$ cat config.mk
export PLATFORM = sky130hd
export DESIGN_NAME = cdr_top
export DESIGN_NICKNAME = d
export VERILOG_FILES = /design/src/logic/cdr_const_pkg.sv /design/src/logic/cdr_ctrl_pkg.sv /design/src/logic/mm_pd.sv /design/src/logic/mm_cdr.sv /design/src/logic/cdr_snapshot.sv /design/src/logic/cdr_top.sv
export SDC_FILE = /design/constraint.sdc
export NUM_CORES = 1
export LEC_CHECK = 0
export BUFFER_PORTS_ARGS = -buffer_cell sky130_fd_sc_hd__buf_2
export CAP_MARGIN = 20
export CORE_MARGIN = 4
export CORE_UTILIZATION = 58
export DETAILED_ROUTE_END_ITERATION = 6
export GPL_ROUTABILITY_DRIVEN = 0
export MAX_ROUTING_LAYER = met4
export PLACE_DENSITY = 0.84
export SLEW_MARGIN = 20
export SYNTH_ARGS = -nofsm -noshare
export SYNTH_HDL_FRONTEND = slang
export SYNTH_SLANG_ARGS = --single-unit
$ cat constraint.sdc
create_clock -name clk -period 7.1 [get_ports clk]
set_clock_uncertainty 0.15 [all_clocks]
set_input_delay 1.775 -clock clk [delete_from_list [all_inputs] [get_ports clk]]
set_output_delay 1.775 -clock clk [all_outputs]
set_load 0.01 [all_outputs]
$ cat src/logic/cdr_const_pkg.sv
package cdr_const_pkg;

    // ADC sample width in bits.
    localparam int Nadc = 8;

    // interleaved lanes delivered on every clock.
    localparam int Nti = 4;

    // phase interpolator code width.
    localparam int Npi = 8;

    // number of phase interpolators driven by the loop.
    localparam int Nout = 2;

    // width of the phase error and of the integer part of every estimate.
    localparam int pe_width = Nadc + 2;

endpackage

$ cat src/logic/cdr_ctrl_pkg.sv
package cdr_ctrl_pkg;

    // left-shift amount applied to the phase error.
    typedef logic [3:0] gain_t;

    // loop configuration as seen on the debug port.
    typedef struct packed {
        gain_t                                    kp;
        gain_t                                    ki;
        gain_t                                    kr;
        logic signed [cdr_const_pkg::pe_width-1:0] pd_offset;
        logic                                     en_ramp_est;
        logic                                     en_freq_est;
        logic                                     en_ext_pi_ctl;
        logic [cdr_const_pkg::Npi-1:0]             ext_pi_ctl;
        // level request for a snapshot of the loop state.
        logic                                     sample_state;
    } cdr_cfg_t;

    // integer parts of the loop state captured by the snapshot block.
    typedef struct packed {
        logic signed [cdr_const_pkg::pe_width-1:0] phase_est;
        logic signed [cdr_const_pkg::pe_width-1:0] freq_est;
        logic signed [cdr_const_pkg::pe_width-1:0] ramp_est;
    } cdr_status_t;

endpackage

$ cat src/logic/mm_pd.sv
module mm_pd (
    input  logic signed [cdr_const_pkg::Nadc-1:0]     din_i [cdr_const_pkg::Nti],
    input  logic signed [cdr_const_pkg::pe_width-1:0] pd_offset_i,
    output logic signed [cdr_const_pkg::pe_width-1:0] pd_out_o
);
    import cdr_const_pkg::*;

    // wide enough for the sum of all lane terms plus the offset.
    localparam int sum_w  = Nadc + 4;
    localparam int pe_max = 2 ** (pe_width - 1) - 1;
    localparam int pe_min = -(2 ** (pe_width - 1));

    logic signed [sum_w-1:0] acc;
    logic signed [sum_w-1:0] cur;
    logic signed [sum_w-1:0] prev;
    logic signed [sum_w-1:0] err_sum;

    always_comb begin
        acc = '0;
        cur = '0;
        prev = '0;
        for (int k = 1; k < Nti; k++) begin
            cur  = din_i[k];
            prev = din_i[k-1];
            // sign() is +1 for zero, so only the MSB decides.
            acc = acc + (prev[sum_w-1] ? -cur : cur) - (cur[sum_w-1] ? -prev : prev);
        end
        err_sum = (acc >>> 1) + pd_offset_i;
    end

    // clamp to the phase error range instead of wrapping.
    always_comb begin
        if (err_sum > pe_max) begin
            pd_out_o = pe_width'(pe_max);
        end else if (err_sum < pe_min) begin
            pd_out_o = pe_width'(pe_min);
        end else begin
            pd_out_o = err_sum[pe_width-1:0];
        end
    end

endmodule

$ cat src/logic/mm_cdr.sv
module mm_cdr #(
    parameter int phase_est_shift = 16
) (
    input  logic                                      clk,
    input  logic                                      ext_rstb,
    input  logic signed [cdr_const_pkg::Nadc-1:0]     din_i [cdr_const_pkg::Nti],
    input  logic                                      ramp_clock_i,
    input  cdr_ctrl_pkg::cdr_cfg_t                    cfg_i,
    output logic [cdr_const_pkg::Npi-1:0]             pi_ctl_o [cdr_const_pkg::Nout],
    output logic                                      freq_lvl_cross_o,
    output logic signed [cdr_const_pkg::pe_width-1:0] phase_int_o,
    output logic signed [cdr_const_pkg::pe_width+phase_est_shift:0] freq_update_o,
    output logic signed [cdr_const_pkg::pe_width+phase_est_shift:0] ramp_update_o
);
    import cdr_const_pkg::*;

    localparam int est_w = pe_width + phase_est_shift + 1;
    localparam logic signed [est_w:0] one_unit = (est_w + 1)'(1) << phase_est_shift;

    logic [4:0]                 warm_cnt;
    logic                       loop_en;
    logic signed [pe_width-1:0] pd_err;
    logic signed [pe_width-1:0] phase_err_q;
    logic                       ramp_ff;
    logic                       ramp_sync;
    logic signed [est_w-1:0]    err_kp;
    logic signed [est_w-1:0]    err_ki;
    logic signed [est_w-1:0]    err_kr;
    logic signed [est_w-1:0]    ramp_pls_q;
    logic signed [est_w-1:0]    ramp_neg_q;
    logic signed [est_w-1:0]    ramp_pls_upd;
    logic signed [est_w-1:0]    ramp_neg_upd;
    logic signed [est_w-1:0]    freq_q;
    logic signed [est_w-1:0]    freq_upd;
    logic signed [est_w-1:0]    prev_freq_upd_q;
    logic signed [est_w:0]      freq_diff;
    logic signed [est_w-1:0]    phase_q;
    logic signed [est_w-1:0]    phase_upd;
    logic signed [est_w:0]      phase_sum;
    logic signed [est_w:0]      up_bnd;
    logic signed [est_w:0]      lo_bnd;
    logic signed [est_w:0]      phase_nxt;

    mm_pd mm_pd_inst (
        .din_i       (din_i),
        .pd_offset_i (cfg_i.pd_offset),
        .pd_out_o    (pd_err)
    );

    assign err_kp = phase_err_q;
    assign err_ki = phase_err_q;
    assign err_kr = phase_err_q;

    always_comb begin
        ramp_pls_upd = ramp_pls_q;
        ramp_neg_upd = ramp_neg_q;
        // the raw ramp level steers which accumulator integrates.
        if (ramp_clock_i) begin
            ramp_pls_upd = ramp_pls_q + (err_kr <<< cfg_i.kr);
        end else begin
            ramp_neg_upd = ramp_neg_q + (err_kr <<< cfg_i.kr);
        end

        if (ramp_sync) begin
            freq_upd = (err_ki <<< cfg_i.ki) + ramp_pls_q;
        end else begin
            freq_upd = (err_ki <<< cfg_i.ki) - ramp_neg_q;
        end
        freq_diff = freq_upd - prev_freq_upd_q;

        phase_upd = (err_kp <<< cfg_i.kp) + freq_q;
        phase_sum = phase_q + phase_upd;

        // integer boundaries just above and below the current phase.
        up_bnd = phase_q + one_unit;
        up_bnd[phase_est_shift-1:0] = '0;
        lo_bnd = phase_q - one_unit;
        lo_bnd[phase_est_shift-1:0] = '0;

        if (phase_sum > up_bnd) begin
            phase_nxt = phase_q + one_unit;
        end else if (phase_sum < lo_bnd) begin
            phase_nxt = phase_q - one_unit;
        end else begin
            phase_nxt = phase_sum;
        end
    end

    always_ff @(posedge clk or negedge ext_rstb) begin
        if (!ext_rstb) begin
            warm_cnt        <= '0;
            loop_en         <= 1'b0;
            ramp_ff         <= 1'b0;
            ramp_sync       <= 1'b0;
            freq_lvl_cross_o <= 1'b0;
            phase_err_q     <= '0;
            ramp_pls_q      <= '0;
            ramp_neg_q      <= '0;
            freq_q          <= '0;
            prev_freq_upd_q <= '0;
            phase_q         <= '0;
        end else begin
            // hold the loop quiet for 32 cycles after every reset.
            warm_cnt  <= (warm_cnt == 5'd31) ? warm_cnt : warm_cnt + 5'd1;
            loop_en   <= (warm_cnt == 5'd31);
            ramp_ff   <= ramp_clock_i;
            ramp_sync <= ramp_ff;
            freq_lvl_cross_o <= (freq_diff > 0);
            if (loop_en) begin
                phase_err_q     <= pd_err;
                ramp_pls_q      <= cfg_i.en_ramp_est ? ramp_pls_upd : '0;
                ramp_neg_q      <= cfg_i.en_ramp_est ? ramp_neg_upd : '0;
                freq_q          <= cfg_i.en_freq_est ? freq_q + freq_upd : freq_q;
                prev_freq_upd_q <= freq_upd;
                phase_q         <= phase_nxt[est_w-1:0];
            end else begin
                phase_err_q     <= '0;
                ramp_pls_q      <= '0;
                ramp_neg_q      <= '0;
                freq_q          <= '0;
                prev_freq_upd_q <= '0;
                phase_q         <= '0;
            end
        end
    end

    assign phase_int_o   = phase_q[phase_est_shift +: pe_width];
    assign freq_update_o = freq_upd;
    assign ramp_update_o = ramp_clock_i ? ramp_pls_upd : ramp_neg_upd;

    for (genvar i = 0; i < Nout; i++) begin : g_pi
        assign pi_ctl_o[i] = cfg_i.en_ext_pi_ctl ? cfg_i.ext_pi_ctl : phase_int_o[Npi-1:0];
    end

endmodule

$ cat src/logic/cdr_snapshot.sv
module cdr_snapshot #(
    parameter int phase_est_shift = 16
) (
    input  logic                                      clk,
    input  logic                                      ext_rstb,
    input  logic                                      sample_state_i,
    input  logic signed [cdr_const_pkg::pe_width-1:0] phase_int_i,
    input  logic signed [cdr_const_pkg::pe_width+phase_est_shift:0] freq_update_i,
    input  logic signed [cdr_const_pkg::pe_width+phase_est_shift:0] ramp_update_i,
    output cdr_ctrl_pkg::cdr_status_t                 status_o
);
    import cdr_const_pkg::*;

    typedef enum logic [1:0] {
        ST_WAIT,
        ST_READY,
        ST_SAMPLE
    } snap_state_t;

    snap_state_t state;

    // arm on a low request, fire once on the next high level.
    always_ff @(posedge clk or negedge ext_rstb) begin
        if (!ext_rstb) begin
            state    <= ST_WAIT;
            status_o <= '0;
        end else begin
            case (state)
                ST_WAIT: begin
                    state <= sample_state_i ? ST_WAIT : ST_READY;
                end
                ST_READY: begin
                    state <= sample_state_i ? ST_SAMPLE : ST_READY;
                end
                ST_SAMPLE: begin
                    status_o.phase_est <= phase_int_i;
                    // keep only the integer part of the wide updates.
                    status_o.freq_est  <= freq_update_i[phase_est_shift +: pe_width];
                    status_o.ramp_est  <= ramp_update_i[phase_est_shift +: pe_width];
                    state              <= ST_WAIT;
                end
                default: begin
                    state <= ST_WAIT;
                end
            endcase
        end
    end

endmodule

$ cat src/logic/cdr_top.sv
module cdr_top #(
    parameter int phase_est_shift = 16
) (
    input  logic                                  clk,
    input  logic                                  ext_rstb,
    input  logic signed [cdr_const_pkg::Nadc-1:0] din_i [cdr_const_pkg::Nti],
    input  logic                                  ramp_clock_i,
    input  cdr_ctrl_pkg::cdr_cfg_t                cfg_i,
    output logic [cdr_const_pkg::Npi-1:0]         pi_ctl_o [cdr_const_pkg::Nout],
    output logic                                  freq_lvl_cross_o,
    output cdr_ctrl_pkg::cdr_status_t             status_o
);
    import cdr_const_pkg::*;

    localparam int est_w = pe_width + phase_est_shift + 1;

    logic signed [pe_width-1:0] phase_int;
    logic signed [est_w-1:0]    freq_update;
    logic signed [est_w-1:0]    ramp_update;

    mm_cdr #(
        .phase_est_shift (phase_est_shift)
    ) mm_cdr_inst (
        .clk              (clk),
        .ext_rstb         (ext_rstb),
        .din_i            (din_i),
        .ramp_clock_i     (ramp_clock_i),
        .cfg_i            (cfg_i),
        .pi_ctl_o         (pi_ctl_o),
        .freq_lvl_cross_o (freq_lvl_cross_o),
        .phase_int_o      (phase_int),
        .freq_update_o    (freq_update),
        .ramp_update_o    (ramp_update)
    );

    cdr_snapshot #(
        .phase_est_shift (phase_est_shift)
    ) cdr_snapshot_inst (
        .clk            (clk),
        .ext_rstb       (ext_rstb),
        .sample_state_i (cfg_i.sample_state),
        .phase_int_i    (phase_int),
        .freq_update_i  (freq_update),
        .ramp_update_i  (ramp_update),
        .status_o       (status_o)
    );

endmodule

==> impl_results.md, run 1 <==
- Signal arrival time at the worst endpoint: about 8700 ps
- Data required, critical path: 7280 ps
- Number of placed instances with taps included: 3752
- Worst Path Class, Setup: in2reg
- Cell with the most instances after synthesis: sky130_fd_sc_hd__nor2_1
- Avg WL per Cell: 18.8 um
- Library cell used as clock root buffer: sky130_fd_sc_hd__clkbuf_16
- Std-Cell Core Area: 37800 um^2
- Type of the tightest min-delay check: reg2reg
- Vias per cell: 6.22
- Final worst-path cycle share: 120%
- First drt pass iteration count: 7
- Detailed placer's ending HPWL: about 53000 um
- Minimum period implied by the final worst setup slack: 8540 ps
- Maximum number of pins on one net before global-route repair: 102
- Via count: 23900
- Cts-stage hold buffer count: 0
- Row Count: 71
- Area of the multi-input gates: ~17000 um^2
- Residual DRC: 0
- Unrepaired setup endpoints after global routing: yes
- Area Overhead vs Synth: 26.0%
- Post-synth top area cell: sky130_fd_sc_hd__dfrtp_1
- Post-place instance area: 26600 um^2
- Sequential Area: 4650 um^2
- Number of maximum-capacitance constraint violations: 0
- Top-area cell type share of the netlist area: 20.9%
- Total global routing track utilization: 33.3%
- Critical Path Max Stage Delay: 460 ps
- Number of global-route vias before repair: 23800
- Critical Path Fanout Max: 7
- Die outline height: 204 um
- H-tree Lvls: 4
- Clock latency at the later pin of the worst-skew pair: 480 ps
- Antenna violations before repair: 8
- Violations in the final reports: negative setup slack
- Total clock buffers created by CTS: 17
- Predominant post-synthesis flop cell: sky130_fd_sc_hd__dfrtp_1
- Die Footprint: approximately 42000 um^2
- Top cells by area in the synthesized netlist: sky130_fd_sc_hd__dfrtp_1 21%, sky130_fd_sc_hd__ha_1 13%, sky130_fd_sc_hd__xnor2_1 6.2%
- Clock Path Buffers: 2
- Post-Route Setup TNS: -38980 ps
- Fillers: 2522
- Die width: 204 um
- Clock-pin slew reported for the worst setup and hold paths after clock tree synthesis: roughly 80 ps
- Reg-to-Reg Start: mm_cdr_inst.phase_err_q[1]
- Number of DRC markers in iteration 0: 2611
- Warnings, synthesis: 0
- Synthesis-stage register bit count: between 150 and 200
- Sort of element at the end of the critical path: register
- Slack of the critical path: -1440 ps
- Number of sinks handled by clock tree synthesis: 186
- Layout Cell Area excl Fill: 28100 um^2
- Synthesized netlist net count: 3145
- Highest clock frequency the design can meet: 117 MHz
- Port Buffers: 115
- Post-synthesis cell type count: between 90 and 100
- Sequential fraction of the synthesis area: 20.9%
- Share of final-layout standard cells stronger than drive strength 1: 25.3%
- Number of nets with antenna violations after routing: 0
- Final hold violation count: 0
- Hold wc startpoint: mm_cdr_inst.ramp_ff
- Least-Margin Pin Slew: 1090 ps
- Critical path's top delay family: simple AND/OR/NAND/NOR gates
- Slew Limit Fails: 0
- Cell types with the highest counts after synthesis: 290 x sky130_fd_sc_hd__nor2_1, 240 x sky130_fd_sc_hd__ha_1, 236 x sky130_fd_sc_hd__nand2_1
- Number of nets in the layout: 3662
- Crit path buf inv count: 4
- Slowest stage cell, crit path: sky130_fd_sc_hd__or4_4
- I/O pin total: 116
- Number of cells produced by synthesis: 2787
- Clock tree from TritonCTS: done
- Most frequent cell on the critical path: sky130_fd_sc_hd__a21oi_2
- Post-synth design cell area: 22300 um^2
- Average instance area after synthesis: 8.01 um^2
- Pre-CTS setup slack: -1880 ps
- Cell Count, Final, Fillers Out: 3837
- Element type at the critical path start: primary input
- First-pass GRT wire length: approximately 110000 um
- Count of endpoints failing setup in the final report: 37
- Worst slew margin relative to its limit: 27.1%
- Outcome: finished, violations left
- Start point of the critical path: cfg_i[31]
- Global route total overflow: 0
- Initial standard-cell utilization of the core: 59.0%
- Post-synth EDFFs: 0
- Async set-or-reset flop fraction in the synthesized netlist: 100%
- Total wire length after detailed routing: just over 70000 um
[cells in the final DEF (no fill, tap or decap), drive strengths merged, types with 78 or more instances in the layout]
master  instances
buf           609
dfrtp         186
a21oi         235
inv           166
mux2i          99
xnor2         158
o21ai         169
nand2         237
nor2          291
xor2           78
ha            240
[kinds of logic (layout without fill, tap and decap cells)]
group,after synthesis,count (layout),synth area share (%)
buffers and inverters,279,809,4.90
adders and majority gates,289,289,17.8
and+or+nand+nor,922,922,19.7
DFF,186,186,20.9
xor gates and xnor gates,236,236,9.26
muxes,127,127,6.02
AOI/OAI and AO/OA,748,748,21.4
other,0,9,0
[worst paths after layout]
kind                                           end  cells past startpoint  slack (ps)
max in group asynchronous   mm_cdr_inst.freq_q[11]                      2        4590
hold / removal               mm_cdr_inst.ramp_sync                      0         220
hold reg to reg              mm_cdr_inst.ramp_sync                      0         220
setup / recovery           mm_cdr_inst.phase_q[15]                     39       -1440
setup reg to reg           mm_cdr_inst.phase_q[15]                     40        -450
min in group asynchronous   mm_cdr_inst.phase_q[8]                      1        1160
[worst reg2reg max path, delay by kind of cell, from the launching register on]
| kind | cells | cell delay, ps |
|---|---|---|
| AND/OR/NAND/NOR | 15 | 2510 |
| AO/OA/AOI/OAI | 14 | 2130 |
| adder cells (fa/ha/maj) | 3 | 890 |
| multiplexers | 3 | 690 |
| buffers and inverters | 4 | 550 |
| flip-flops | 1 | 390 |
| XOR/XNOR | 1 | 90 |
[sequential cells by signal (all words and copies together) (netlist names)]
| signal | cells |
|---|---|
| mm_cdr_inst.loop_en | 1 |
| mm_cdr_inst.phase_err_q | 10 |
| mm_cdr_inst.prev_freq_upd_q | 27 |
| cdr_snapshot_inst.status_o | 30 |
| mm_cdr_inst.phase_q | 27 |
| mm_cdr_inst.ramp_ff | 1 |
| mm_cdr_inst.ramp_neg_q | 27 |
| mm_cdr_inst.freq_q | 27 |
| mm_cdr_inst.warm_cnt | 5 |
| cdr_snapshot_inst.state | 2 |
| mm_cdr_inst.ramp_sync | 1 |
| mm_cdr_inst.ramp_pls_q | 27 |
| mm_cdr_inst.freq_lvl_cross_o | 1 |
[per-layer routing]
| metal | part of all wire [%] | global-route usage (%) |
|---|---|---|
| met1 | 38 | 37.6 |
| met2 | 48 | 56.4 |
| met3 | 7.4 | 6.14 |
| met4 | 6.3 | 17.8 |
| met5 | 0 | - |
[per-stage QoR]
stage          util (%)  hold WS (ps)
2_1_floorplan         -           181
3_3_place_gp       70.3           185
3_5_place_dp       70.3           203
4_1_cts            73.1           225
5_1_grt            74.3           232
6_report           74.3           223
[what timing repair did]
item	in CTS	in global routing
resized for setup	72	70
cloned	1	0
hold endpoints to repair	0	0
setup buffers	25	18
setup endpoints to repair	37	41
pin swaps	49	48
[cell type report]
| cell class | instances | area share, % |
|---|---|---|
| well taps | 511 | 2.27 |
| multi-input cells | 2322 | 61.3 |
| clock buffers | 19 | 1.54 |
| diodes | 9 | 0.0801 |
| inverters | 166 | 2.22 |
| flip-flops and latches | 186 | 16.5 |
| repair buffers | 611 | 15.6 |
| clock inverters | 13 | 0.431 |
Power of run 1 is left out: the tool's default activity adds up to more than one toggle a clock period on the data nets, which glitch-free logic cannot reach.
==> run 2, diff against run 1 <==
--- a/config.mk
+++ b/config.mk
@@ -8,11 +8,11 @@
 export BUFFER_PORTS_ARGS = -buffer_cell sky130_fd_sc_hd__buf_2
 export CAP_MARGIN = 20
 export CORE_MARGIN = 4
-export CORE_UTILIZATION = 58
+export CORE_UTILIZATION = 65
 export DETAILED_ROUTE_END_ITERATION = 6
 export GPL_ROUTABILITY_DRIVEN = 0
 export MAX_ROUTING_LAYER = met4
-export PLACE_DENSITY = 0.84
+export PLACE_DENSITY = 0.89
 export SLEW_MARGIN = 20
 export SYNTH_ARGS = -nofsm -noshare
 export SYNTH_HDL_FRONTEND = slang
==> constraint.sdc (replaced) <==
create_clock -name clk -period 10.3 [get_ports clk]
set_clock_uncertainty 0.15 [all_clocks]
set_input_delay 2.575 -clock clk [delete_from_list [all_inputs] [get_ports clk]]
set_output_delay 2.575 -clock clk [all_outputs]
set_load 0.01 [all_outputs]
==> run 2 against run 1 <==
Net effect:
- the flow finishes with violations (design-rule violations)
- first-iteration DRC count fell by 9.5%
- routed wire length shrank 15%
- critical path type unchanged
- non-clock buffer count is 480 lower
- largest cell class unchanged
- die area down 10%
==> impl_results.md, run 2 (synthesis results as in run 1) <==
- Total global routing track utilization: 32.6% (was 33.3%)
- Critical Path Fanout Max: 17 (was 7)
- Commonest non-fill, non-tap cell in the layout: sky130_fd_sc_hd__nor2_1 (was sky130_fd_sc_hd__buf_4)
- Slowest stage cell, crit path: sky130_fd_sc_hd__o41ai_1 (was sky130_fd_sc_hd__or4_4)
- Final hold violation count: 0 (unchanged)
- Residual DRC: 1 (was 0)
- Initial standard-cell utilization of the core: 66.2% (was 59.0%)
- Total clock buffers created by CTS: 17 (unchanged)
- Critical Path Max Stage Delay: 580 ps (was 460 ps)
- Reg-to-Reg Start: mm_cdr_inst.phase_err_q[8] (was mm_cdr_inst.phase_err_q[1])
- Row Count: 67 (was 71)
- Type of the tightest min-delay check: reg2reg (unchanged)
- Clock-pin slew reported for the worst setup and hold paths after clock tree synthesis: 80 ps (about the same)
- Signal arrival time at the worst endpoint: 10010 ps (was 8720 ps)
- Sort of element at the end of the critical path: register (unchanged)
- First drt pass iteration count: 7 (unchanged)
- Area Overhead vs Synth: 6.53% (was 26.0%)
- I/O pin total: 116 (unchanged)
- Detailed placer's ending HPWL: 47100 um (was 52900 um)
- Pre-CTS setup slack: -87.3 ps (was -1880 ps)
- Via count: 21200 (was 23900)
- Least-Margin Pin Slew: 1050 ps (was 1090 ps)
- Worst Path Class, Setup: in2reg (unchanged)
- Number of nets with antenna violations after routing: 0 (unchanged)
- Slew Limit Fails: 0 (unchanged)
- Most frequent cell on the critical path: sky130_fd_sc_hd__a21oi_1 (was sky130_fd_sc_hd__a21oi_2)
- Number of nets in the layout: 3183 (was 3662)
- Number of maximum-capacitance constraint violations: 0 (unchanged)
- Antenna violations before repair: 5 (was 8)
- Die Footprint: 37400 um^2 (was 41700 um^2)
- Data required, critical path: 10470 ps (was 7280 ps)
- Number of DRC markers in iteration 0: 2364 (was 2611)
- Minimum period implied by the final worst setup slack: 9840 ps
- Number of flip-flops in the largest register: 30 (unchanged)
- Element type at the critical path start: primary input (unchanged)
- Library cell used as clock root buffer: sky130_fd_sc_hd__clkbuf_16 (unchanged)
- Cts-stage hold buffer count: 0 (unchanged)
- Final worst-path cycle share: 95.5%
- Maximum number of pins on one net before global-route repair: 94 (was 102)
- Start point of the critical path: cfg_i[31] (unchanged)
- Die outline height: 193 um (was 204 um)
- First-pass GRT wire length: 101000 um (was 113000 um)
- Number of sinks handled by clock tree synthesis: 186 (unchanged)
- Slack of the critical path: 461 ps (was -1440 ps)
- Violations in the final reports: design-rule violations (was negative setup slack)
- Vias per cell: 6.44 (was 6.22)
- Hold wc startpoint: mm_cdr_inst.ramp_ff (unchanged)
- Crit path buf inv count: 1 (was 4)
- H-tree Lvls: 4 (unchanged)
- Share of final-layout standard cells stronger than drive strength 1: 8.70% (was 25.3%)
- Port Buffers: 115 (unchanged)
- Leading cell types in the layout, fill and taps excluded: 290 x sky130_fd_sc_hd__nor2_1, 239 x sky130_fd_sc_hd__ha_1, 236 x sky130_fd_sc_hd__nand2_1 (was 488 x sky130_fd_sc_hd__buf_4, 280 x sky130_fd_sc_hd__nor2_1, 236 x sky130_fd_sc_hd__ha_1)
- Number of global-route vias before repair: 20900 (was 23800)
- Clock latency at the later pin of the worst-skew pair: 470 ps (was 480 ps)
- Top register by number of flip-flops: cdr_snapshot_inst.status_o (unchanged)
- Avg WL per Cell: 18.5 um (was 18.8 um)
- Count of endpoints failing setup in the final report: 0 (was 37)
- Outcome: finished, violations left (unchanged)
- Highest clock frequency the design can meet: 102 MHz
- Clock tree from TritonCTS: done (unchanged)
- Worst slew margin relative to its limit: 29.7% (was 27.1%)
- Global route total overflow: 0 (unchanged)
- Critical path's top delay family: compound AO/OA/AOI/OAI gates (was simple AND/OR/NAND/NOR gates)
- Clock Path Buffers: 2 (unchanged)
- Die width: 193 um (was 204 um)
- Std-Cell Core Area: 33700 um^2 (was 37800 um^2)
- Unrepaired setup endpoints after global routing: no (was yes)
- Total wire length after detailed routing: 61000 um (was 72100 um)
-- run 2: repair_timing --
action                                  4_1_cts  5_1_grt
endpoints found under the setup margin        0       27
buffers inserted                              0        1
hold endpoints to repair                      0        0
gates resized for setup                       0        9
-- run 2: final timing paths --
| check | slack [ps] | to | cells after the start |
|---|---|---|---|
| setup / recovery | 460 | mm_cdr_inst.phase_q[7] | 36 |
| hold / removal | 210 | mm_cdr_inst.ramp_sync | 0 |
| setup reg to reg | 2190 | mm_cdr_inst.phase_q[7] | 35 |
| hold reg to reg | 210 | mm_cdr_inst.ramp_sync | 0 |
| max in group asynchronous | 5990 | mm_cdr_inst.ramp_pls_q[18] | 3 |
| min in group asynchronous | 1970 | mm_cdr_inst.phase_q[22] | 1 |
-- run 2: cell type report --
cell class | count | area (um^2)
antenna | 6 | 15.0
clock buffer | 18 | 439
clock inverter | 14 | 151
fill | 2615 | 9920
inverter | 166 | 627
multi-input combinational | 2323 | 16600
sequential | 186 | 4650
tap | 448 | 561
timing repair buffer | 131 | 712
-- run 2: per-stage QoR --
stage / cell area [um^2] / setup TNS [ps] / util (%) / cells / hold WS (ps)
3_3_place_gp: 23100 / 0 / 68.6 / 3252 / 188
5_1_grt: 23800 / 0 / 70.6 / 3291 / 218
2_1_floorplan: 22300 / 0 / - / 2787 / 181
4_1_cts: 23700 / 0 / 70.3 / 3284 / 213
6_report: 23800 / 0 / 70.6 / 3292 / 208
3_5_place_dp: 23100 / -647 / 68.6 / 3252 / 194
-- run 2: per-layer routing --
metal | routed length [um] | track usage, %
met2 | 29400 | 54.2
met5 | 0 | -
met1 | 24200 | 39.3
met3 | 5020 | 5.95
met4 | 2500 | 13.5
Power of run 2 is left out for the same reason.
